### src/pmu_pkg.sv
package pmu_pkg;

    // Word and NVM address widths
    localparam int WORD_W = 32;
    localparam int ADDR_W = 8;

    typedef logic [WORD_W-1:0] word_t;
    typedef logic [ADDR_W-1:0] addr_t;

    // Reflected CRC-32 shifted LSB first
    localparam word_t CRC_POLY   = 32'hEDB8_8320;
    localparam word_t CRC_INIT   = 32'hFFFF_FFFF;
    localparam word_t CRC_XOROUT = 32'hFFFF_FFFF;

endpackage

### src/cfg_stream_if.sv
`timescale 1ns/1ps

interface cfg_stream_if;

    logic            start;    // One-cycle pulse on CRC match
    pmu_pkg::addr_t  rd_addr;  // NVM read address from the driver
    pmu_pkg::word_t  rd_data;  // NVM data, one cycle after rd_addr
    logic            done;     // Chain fully loaded

    modport check (
        output start,
        output rd_data,
        input  rd_addr,
        input  done
    );

    modport driver (
        input  start,
        input  rd_data,
        output rd_addr,
        output done
    );

endinterface

### src/bitstream_checker.sv
`timescale 1ns/1ps

module bitstream_checker #(
    parameter int WORDS = 4
) (
    input  logic            tck_i,
    input  logic            rst_i,
    input  logic            word_valid_i,
    input  pmu_pkg::word_t  word_i,

    input  pmu_pkg::word_t  mem_data_i,
    output pmu_pkg::word_t  mem_data_o,
    output pmu_pkg::addr_t  mem_address_o,
    output logic            mem_we_o,

    output logic            locked_o,

    cfg_stream_if.check     stream
);

    localparam logic [1:0] ST_RECV = 2'd0;
    localparam logic [1:0] ST_READ = 2'd1;  // Driver owns the NVM address
    localparam logic [1:0] ST_DONE = 2'd2;
    localparam logic [1:0] ST_LOCK = 2'd3;

    logic [1:0]     state;
    pmu_pkg::addr_t word_cnt;
    pmu_pkg::addr_t wr_addr;
    pmu_pkg::word_t crc_q;
    logic           start_q;

    // One data word through the CRC LSB first
    function automatic pmu_pkg::word_t crc_word(input pmu_pkg::word_t crc,
                                                input pmu_pkg::word_t data);
        pmu_pkg::word_t c;
        c = crc;
        for (int i = 0; i < pmu_pkg::WORD_W; i++) begin
            if (c[0] ^ data[i]) begin
                c = (c >> 1) ^ pmu_pkg::CRC_POLY;
            end else begin
                c = c >> 1;
            end
        end
        return c;
    endfunction

    always_ff @(posedge tck_i) begin
        if (rst_i) begin
            state    <= ST_RECV;
            word_cnt <= '0;
            wr_addr  <= '0;
            crc_q    <= pmu_pkg::CRC_INIT;
            mem_we_o <= 1'b0;
            start_q  <= 1'b0;
            locked_o <= 1'b0;
        end else begin
            mem_we_o <= 1'b0;
            start_q  <= 1'b0;
            case (state)
                ST_RECV: begin
                    if (word_valid_i) begin
                        if (word_cnt < pmu_pkg::addr_t'(WORDS)) begin
                            mem_we_o <= 1'b1;
                            wr_addr  <= word_cnt;
                            crc_q    <= crc_word(crc_q, word_i);
                            word_cnt <= word_cnt + 1'b1;
                        end else if ((crc_q ^ pmu_pkg::CRC_XOROUT) == word_i) begin
                            start_q <= 1'b1;
                            state   <= ST_READ;
                        end else begin
                            locked_o <= 1'b1;  // Held until reset
                            state    <= ST_LOCK;
                        end
                    end
                end
                ST_READ: begin
                    if (stream.done) begin
                        state <= ST_DONE;
                    end
                end
                default: ;  // Words ignored once done or locked
            endcase
        end
    end

    // Write data rides along with the write strobe
    always_ff @(posedge tck_i) begin
        if (state == ST_RECV && word_valid_i) begin
            mem_data_o <= word_i;
        end
    end

    assign mem_address_o  = (state == ST_READ || state == ST_DONE) ? stream.rd_addr : wr_addr;
    assign stream.start   = start_q;
    assign stream.rd_data = mem_data_i;

endmodule

### src/config_chain_driver.sv
`timescale 1ns/1ps

module config_chain_driver #(
    parameter int WORDS = 4
) (
    input  logic         tck_i,
    input  logic         rst_i,
    input  logic         ccff_tail_i,
    cfg_stream_if.driver stream,
    output logic         progclk_o,
    output logic         data_o,
    output logic         preset_o,
    output logic         fpga_rst_o,
    output logic         fpga_clk_en_o,
    output logic         core_ready_o,
    output logic         td_o
);

    localparam int CNT_W = $clog2(pmu_pkg::WORD_W);

    localparam logic [1:0] ST_IDLE   = 2'd0;
    localparam logic [1:0] ST_FETCH  = 2'd1;
    localparam logic [1:0] ST_SHIFT  = 2'd2;
    localparam logic [1:0] ST_FINISH = 2'd3;

    logic [1:0]       state;
    logic             phase;    // Fetch wait, or progclk half
    logic [CNT_W-1:0] bit_cnt;
    pmu_pkg::addr_t   rd_addr;
    pmu_pkg::word_t   shift_q;
    logic             fabric_rst;
    logic             done_q;

    always_ff @(posedge tck_i) begin
        if (rst_i) begin
            state         <= ST_IDLE;
            phase         <= 1'b0;
            bit_cnt       <= '0;
            rd_addr       <= '0;
            progclk_o     <= 1'b0;
            data_o        <= 1'b0;
            fabric_rst    <= 1'b1;
            fpga_clk_en_o <= 1'b0;
            done_q        <= 1'b0;
            core_ready_o  <= 1'b0;
        end else begin
            case (state)
                ST_IDLE: begin
                    if (stream.start) begin
                        state <= ST_FETCH;
                        phase <= 1'b0;
                    end
                end
                ST_FETCH: begin
                    if (!phase) begin
                        phase <= 1'b1;  // NVM read latency
                    end else begin
                        shift_q <= stream.rd_data;
                        data_o  <= stream.rd_data[0];
                        bit_cnt <= '0;
                        phase   <= 1'b0;
                        state   <= ST_SHIFT;
                    end
                end
                ST_SHIFT: begin
                    if (!phase) begin
                        progclk_o <= 1'b1;
                        phase     <= 1'b1;
                    end else begin
                        progclk_o <= 1'b0;
                        phase     <= 1'b0;
                        if (bit_cnt == CNT_W'(pmu_pkg::WORD_W - 1)) begin
                            if (rd_addr == pmu_pkg::addr_t'(WORDS - 1)) begin
                                state         <= ST_FINISH;
                                done_q        <= 1'b1;
                                fabric_rst    <= 1'b0;
                                fpga_clk_en_o <= 1'b1;
                            end else begin
                                rd_addr <= rd_addr + 1'b1;
                                state   <= ST_FETCH;
                            end
                        end else begin
                            bit_cnt <= bit_cnt + 1'b1;
                            shift_q <= shift_q >> 1;
                            data_o  <= shift_q[1];
                        end
                    end
                end
                ST_FINISH: core_ready_o <= 1'b1;  // One cycle after done
                default: state <= ST_IDLE;
            endcase
        end
    end

    // Chain tail readback
    always_ff @(posedge tck_i) begin
        if (rst_i) begin
            td_o <= 1'b0;
        end else if (progclk_o) begin
            td_o <= ccff_tail_i;
        end
    end

    assign preset_o       = fabric_rst;
    assign fpga_rst_o     = fabric_rst;
    assign stream.rd_addr = rd_addr;
    assign stream.done    = done_q;

endmodule

### src/jtag_shift_in.sv
`timescale 1ns/1ps

module jtag_shift_in (
    input  logic           tck_i,
    input  logic           rst_i,
    input  logic           en_i,
    input  logic           tdi_i,
    output logic           word_valid_o,
    output pmu_pkg::word_t word_o
);

    localparam int CNT_W = $clog2(pmu_pkg::WORD_W);

    pmu_pkg::word_t   shift_q;
    logic [CNT_W-1:0] bit_cnt;

    // Bit counter and word strobe
    always_ff @(posedge tck_i) begin
        if (rst_i) begin
            bit_cnt      <= '0;
            word_valid_o <= 1'b0;
        end else begin
            word_valid_o <= 1'b0;
            if (en_i) begin
                bit_cnt <= bit_cnt + 1'b1;  // Wraps after the last bit
                if (bit_cnt == CNT_W'(pmu_pkg::WORD_W - 1)) begin
                    word_valid_o <= 1'b1;
                end
            end
        end
    end

    // Right shift so the first bit ends up in bit 0
    always_ff @(posedge tck_i) begin
        if (en_i) begin
            shift_q <= {tdi_i, shift_q[pmu_pkg::WORD_W-1:1]};
            if (bit_cnt == CNT_W'(pmu_pkg::WORD_W - 1)) begin
                word_o <= {tdi_i, shift_q[pmu_pkg::WORD_W-1:1]};
            end
        end
    end

endmodule

### src/pmu_loader.sv
`timescale 1ns/1ps

module pmu_loader #(
    parameter int WORDS = 4
) (
    // JTAG side
    input  logic           tck_i,
    input  logic           rst_i,
    input  logic           en_i,
    input  logic           tdi_i,
    output logic           td_o,

    // NVM
    input  pmu_pkg::word_t mem_data_i,
    output pmu_pkg::word_t mem_data_o,
    output pmu_pkg::addr_t mem_address_o,
    output logic           mem_we_o,

    // Fabric configuration chain
    output logic           progclk_o,
    output logic           preset_o,
    output logic           fpga_rst_o,
    output logic           fpga_clk_en_o,
    output logic           data_o,
    input  logic           ccff_tail_i,

    output logic           core_ready_o,
    output logic           locked_o
);

    logic           word_valid;
    pmu_pkg::word_t word;

    cfg_stream_if stream_ ();

    jtag_shift_in jtag_shift_in_ (
        .tck_i        (tck_i),
        .rst_i        (rst_i),
        .en_i         (en_i),
        .tdi_i        (tdi_i),
        .word_valid_o (word_valid),
        .word_o       (word)
    );

    bitstream_checker #(.WORDS(WORDS)) bitstream_checker_ (
        .tck_i         (tck_i),
        .rst_i         (rst_i),
        .word_valid_i  (word_valid),
        .word_i        (word),
        .mem_data_i    (mem_data_i),
        .mem_data_o    (mem_data_o),
        .mem_address_o (mem_address_o),
        .mem_we_o      (mem_we_o),
        .locked_o      (locked_o),
        .stream        (stream_.check)
    );

    config_chain_driver #(.WORDS(WORDS)) config_chain_driver_ (
        .tck_i         (tck_i),
        .rst_i         (rst_i),
        .ccff_tail_i   (ccff_tail_i),
        .stream        (stream_.driver),
        .progclk_o     (progclk_o),
        .data_o        (data_o),
        .preset_o      (preset_o),
        .fpga_rst_o    (fpga_rst_o),
        .fpga_clk_en_o (fpga_clk_en_o),
        .core_ready_o  (core_ready_o),
        .td_o          (td_o)
    );

endmodule

### config.mk
export PLATFORM = sky130hd
export DESIGN_NAME = pmu_loader
export DESIGN_NICKNAME = d
export VERILOG_FILES = /design/src/pmu_pkg.sv /design/src/cfg_stream_if.sv /design/src/bitstream_checker.sv /design/src/config_chain_driver.sv /design/src/jtag_shift_in.sv /design/src/pmu_loader.sv
export SDC_FILE = /design/constraint.sdc
export NUM_CORES = 1
export LEC_CHECK = 0
export BUFFER_PORTS_ARGS = -buffer_cell sky130_fd_sc_hd__buf_2
export CAP_MARGIN = 25
export CORE_MARGIN = 2
export CORE_UTILIZATION = 30
export CTS_CLUSTER_DIAMETER = 150
export DETAILED_ROUTE_END_ITERATION = 8
export HOLD_SLACK_MARGIN = 0.05
export PLACE_DENSITY = 0.44
export SETUP_SLACK_MARGIN = 0.1
export SLEW_MARGIN = 20
export SYNTH_ARGS = -nofsm -noshare
export SYNTH_HDL_FRONTEND = slang
export SYNTH_SLANG_ARGS = --single-unit
### constraint.sdc
create_clock -name tck_i -period 5.2 [get_ports tck_i]
set_input_delay 1.04 -clock tck_i [delete_from_list [all_inputs] [get_ports tck_i]]
set_output_delay 1.04 -clock tck_i [all_outputs]
set_load 0.05 [all_outputs]
==> results.json <==
{
  "status": "completed",
  "layout-drive-gt1-share_pct": 24.1,
  "vias": 6072,
  "hold_viol": 0,
  "synth_edf_count": 126,
  "hold_class": "flop to flop",
  "die-height_um": 192,
  "m1WireLength_mm": 12.0,
  "critPathMaxFanout": 8,
  "wl_met3_mm": 1.08,
  "netlist_area_sq_um": 10600,
  "cp_slowest_cell": "xnor3_2",
  "cpPeakStageDelay_ns": 0.65,
  "top_layer_used": "met4",
  "critPathMostFrequentCell": "xnor2_1",
  "path_delay_family": "XOR/XNOR gates",
  "clkSinkCount": 207,
  "fin_util_pct": 35.9,
  "rsz0062_at_grt": "false",
  "rows": 68,
  "ff2ff_path_depth": 10,
  "grt_pass1_wl_mm": 39.2,
  "setup_ws_ns": 0.922,
  "place_ws_ns": 0.922,
  "irDropWorstVdd_mv": 0.197,
  "ant_nets": 0,
  "yosysWarnings": 0,
  "grt_pass1_vias": 6279,
  "synth_seq_cells": 207,
  "ctsHoldBuffers": 0,
  "drt_iter0_markers": 286,
  "grt_antenna_before_repair": 2,
  "n_fill_cell": 3405,
  "layout_common_cells": "182 x xnor2_1, 126 x edfxtp_1, 85 x buf_2",
  "crit_type": "flop to flop",
  "cts_buffers": 25,
  "synth_flop_cell": "edfxtp_1",
  "final_common_cell": "xnor2_1",
  "ys_types": 45,
  "max_slew_margin_pct": 32.0,
  "wire_per_inst_um": 18.7,
  "cts-root-buf": "clkbuf_16",
  "io_buffer_count": 85,
  "holdPathStages": 0,
  "required_ns": 5.62,
  "synth_fp_nets": 847,
  "cp-end-kind": "flop",
  "finClkSkew_ns": 0.0168,
  "tightest_slew_ns": 1.01,
  "hpwl_mm": 18.7,
  "drc_errors": 0,
  "clk_latency_ns": 0.54,
  "drv_slew": 0,
  "gp_congestion": 0.822,
  "worstSetupStartpointType": "flop",
  "cp_num_cells": 10,
  "antenna_cells": 0,
  "post_cts_buffers": 0,
  "fin_setup_tns_ns": 0,
  "reg2reg_from": "jtag_shift_in_.word_o[1]$_DFFE_PP_",
  "tritoncts": "built",
  "fp.dieW_um": 192,
  "grt_start_max_net_pins": 47,
  "clk_path_buf_depth": 3,
  "fin_nets": 946,
  "fin_crit_sh_pct": 82.3,
  "timing.fmax_mhz": 234,
  "wl_met2_mm": 11.9,
  "yosysSeqAreaShare_pct": 51.0,
  "first_pass_iters": 4,
  "htreeDepth": 1,
  "wl_mm": 25.6,
  "grt-ovfl-total": 0,
  "setup_violations": 0,
  "core_area_sq_um": 34600,
  "grtUsageTotal_pct": 14.2,
  "viasPerCell": 4.44,
  "syn_to_final_growth_pct": 17.4,
  "initial_core_util_pct": 30.6,
  "cellLeakagePower_nw": 4.63,
  "r2r-end": "bitstream_checker_.crc_q[28]$_SDFFE_PP1P_",
  "max_cap_viol_count": 0,
  "syn_avg_cell_area_sq_um": 13.3,
  "ys_async_sr_fraction_pct": 0,
  "die_area_sq_um": 36800,
  "cts.clk_slew.worst_paths_ns": 0.06,
  "cp_data_arrival_time_ns": 4.70,
  "path_cells": "xnor2_4 -> xnor3_2 -> xnor2_4 -> xor2_4 -> xnor2_1 -> xnor3_2 -> xnor2_1 -> xnor2_1 -> nor2_1 -> a211o_1",
  "crit_buf_inv": 0,
  "io_pins": 86,
  "period_needed_ns": 4.28,
  "critPathLaunch": "jtag_shift_in_.word_o[1]$_DFFE_PP_",
  "cts_resized": 0,
  "synth_cells": 795,
  "power.density_nw_per_um2": 292,
  "endpoint": "bitstream_checker_.crc_q[28]$_SDFFE_PP1P_",
  "reg2reg_slack_ns": 0.92
}
-- layout make-up --
type | instances | area (sq um) | share of cell area (%)
clock buffer | 31 | 701 | 5.63
sequential | 207 | 5410 | 43.5
clock inverter | 15 | 130 | 1.05
tap | 455 | 569 | 4.58
inverter | 14 | 52.6 | 0.423
multi-input combinational | 550 | 5050 | 40.6
timing repair buffer | 96 | 528 | 4.25
-- stage by stage --
| stage | std cells | hold slack [ns] | power [W] | cell area, sq um |
|---|---|---|---|---|
| floorplan | 795 | 0.400 | 0.00188 | 10600 |
| global placement | 1320 | 0.426 | 0.00192 | 11600 |
| detailed placement | 1320 | 0.430 | 0.00192 | 11600 |
| CTS | 1366 | 0.440 | 0.00369 | 12400 |
| global route | 1368 | 0.445 | 0.00376 | 12400 |
| finish | 1368 | 0.443 | 0.00363 | 12400 |
-- flip-flops by register name, summed over array words and instances, names as in the netlist, 8 cells and up --
signal and count:
bitstream_checker_.crc_q 32, bitstream_checker_.mem_data_o 32, jtag_shift_in_.word_o 32, config_chain_driver_.shift_q 31
jtag_shift_in_.shift_q 31, bitstream_checker_.word_cnt 8, bitstream_checker_.wr_addr 8, config_chain_driver_.stream.rd_addr 8
-- where the power goes --
group          switching, W  internal [W]  leakage [nW]
clock network      0.000724       0.00102         0.422
registers         0.0000130       0.00177          1.81
logic             0.0000608     0.0000395          2.39
total              0.000798       0.00283          4.63
-- metal layers --
layer	global-route usage, %	vias to the layer above
li1	-	2954
met1	19.8	2973
met2	22.7	109
met3	2.30	36
met4	3.88	0
met5	0	-
-- how the worst min path moves through the flow --
stage	start	to
4_1_cts	jtag_shift_in_.shift_q[15]$_DFFE_PP_	jtag_shift_in_.word_o[14]$_DFFE_PP_
6_report	jtag_shift_in_.shift_q[15]$_DFFE_PP_	jtag_shift_in_.word_o[14]$_DFFE_PP_
5_1_grt	jtag_shift_in_.shift_q[15]$_DFFE_PP_	jtag_shift_in_.word_o[14]$_DFFE_PP_
3_5_place_dp	jtag_shift_in_.shift_q[22]$_DFFE_PP_	jtag_shift_in_.shift_q[21]$_DFFE_PP_
2_1_floorplan	jtag_shift_in_.shift_q[1]$_DFFE_PP_	jtag_shift_in_.word_o[0]$_DFFE_PP_
3_3_place_gp	jtag_shift_in_.shift_q[19]$_DFFE_PP_	jtag_shift_in_.shift_q[18]$_DFFE_PP_
-- worst register-to-register path, cell delays in order, from the launching register on --
cell and delay, ns:
edfxtp_1 0.48, xnor2_4 0.43, xnor3_2 0.54, xnor2_4 0.40, xor2_4 0.18, xnor2_1 0.55, xnor3_2 0.65, xnor2_1 0.42
xnor2_1 0.17, nor2_1 0.06, a211o_1 0.28
-- cells in the mapped netlist, types with 16 or more instances --
| cell type | instances | share of area [%] |
|---|---|---|
| xnor3_1 | 26 | 5.5 |
| xnor2_2 | 16 | 2.5 |
| a211o_1 | 16 | 1.3 |
| xor2_1 | 30 | 2.5 |
| nor2_1 | 70 | 2.5 |
| a21oi_1 | 29 | 1.4 |
| clkbuf_1 | 19 | 0.67 |
| dfxtp_1 | 81 | 15 |
| mux2_2 | 40 | 4.3 |
| nand2_1 | 22 | 0.78 |
| edfxtp_1 | 126 | 36 |
| xnor2_1 | 182 | 15 |
-- cells by family after synthesis --
group | Yosys count | synth area share, %
flip-flops | 207 | 51.0
XOR/XNOR | 276 | 30.6
AO/OA/AOI/OAI | 60 | 3.65
adder cells (fa/ha/maj) | 15 | 1.77
buffers and inverters | 38 | 1.38
AND/OR/NAND/NOR | 153 | 6.77
multiplexers | 46 | 4.82
Note: power is estimated with default switching activity, not from simulation.
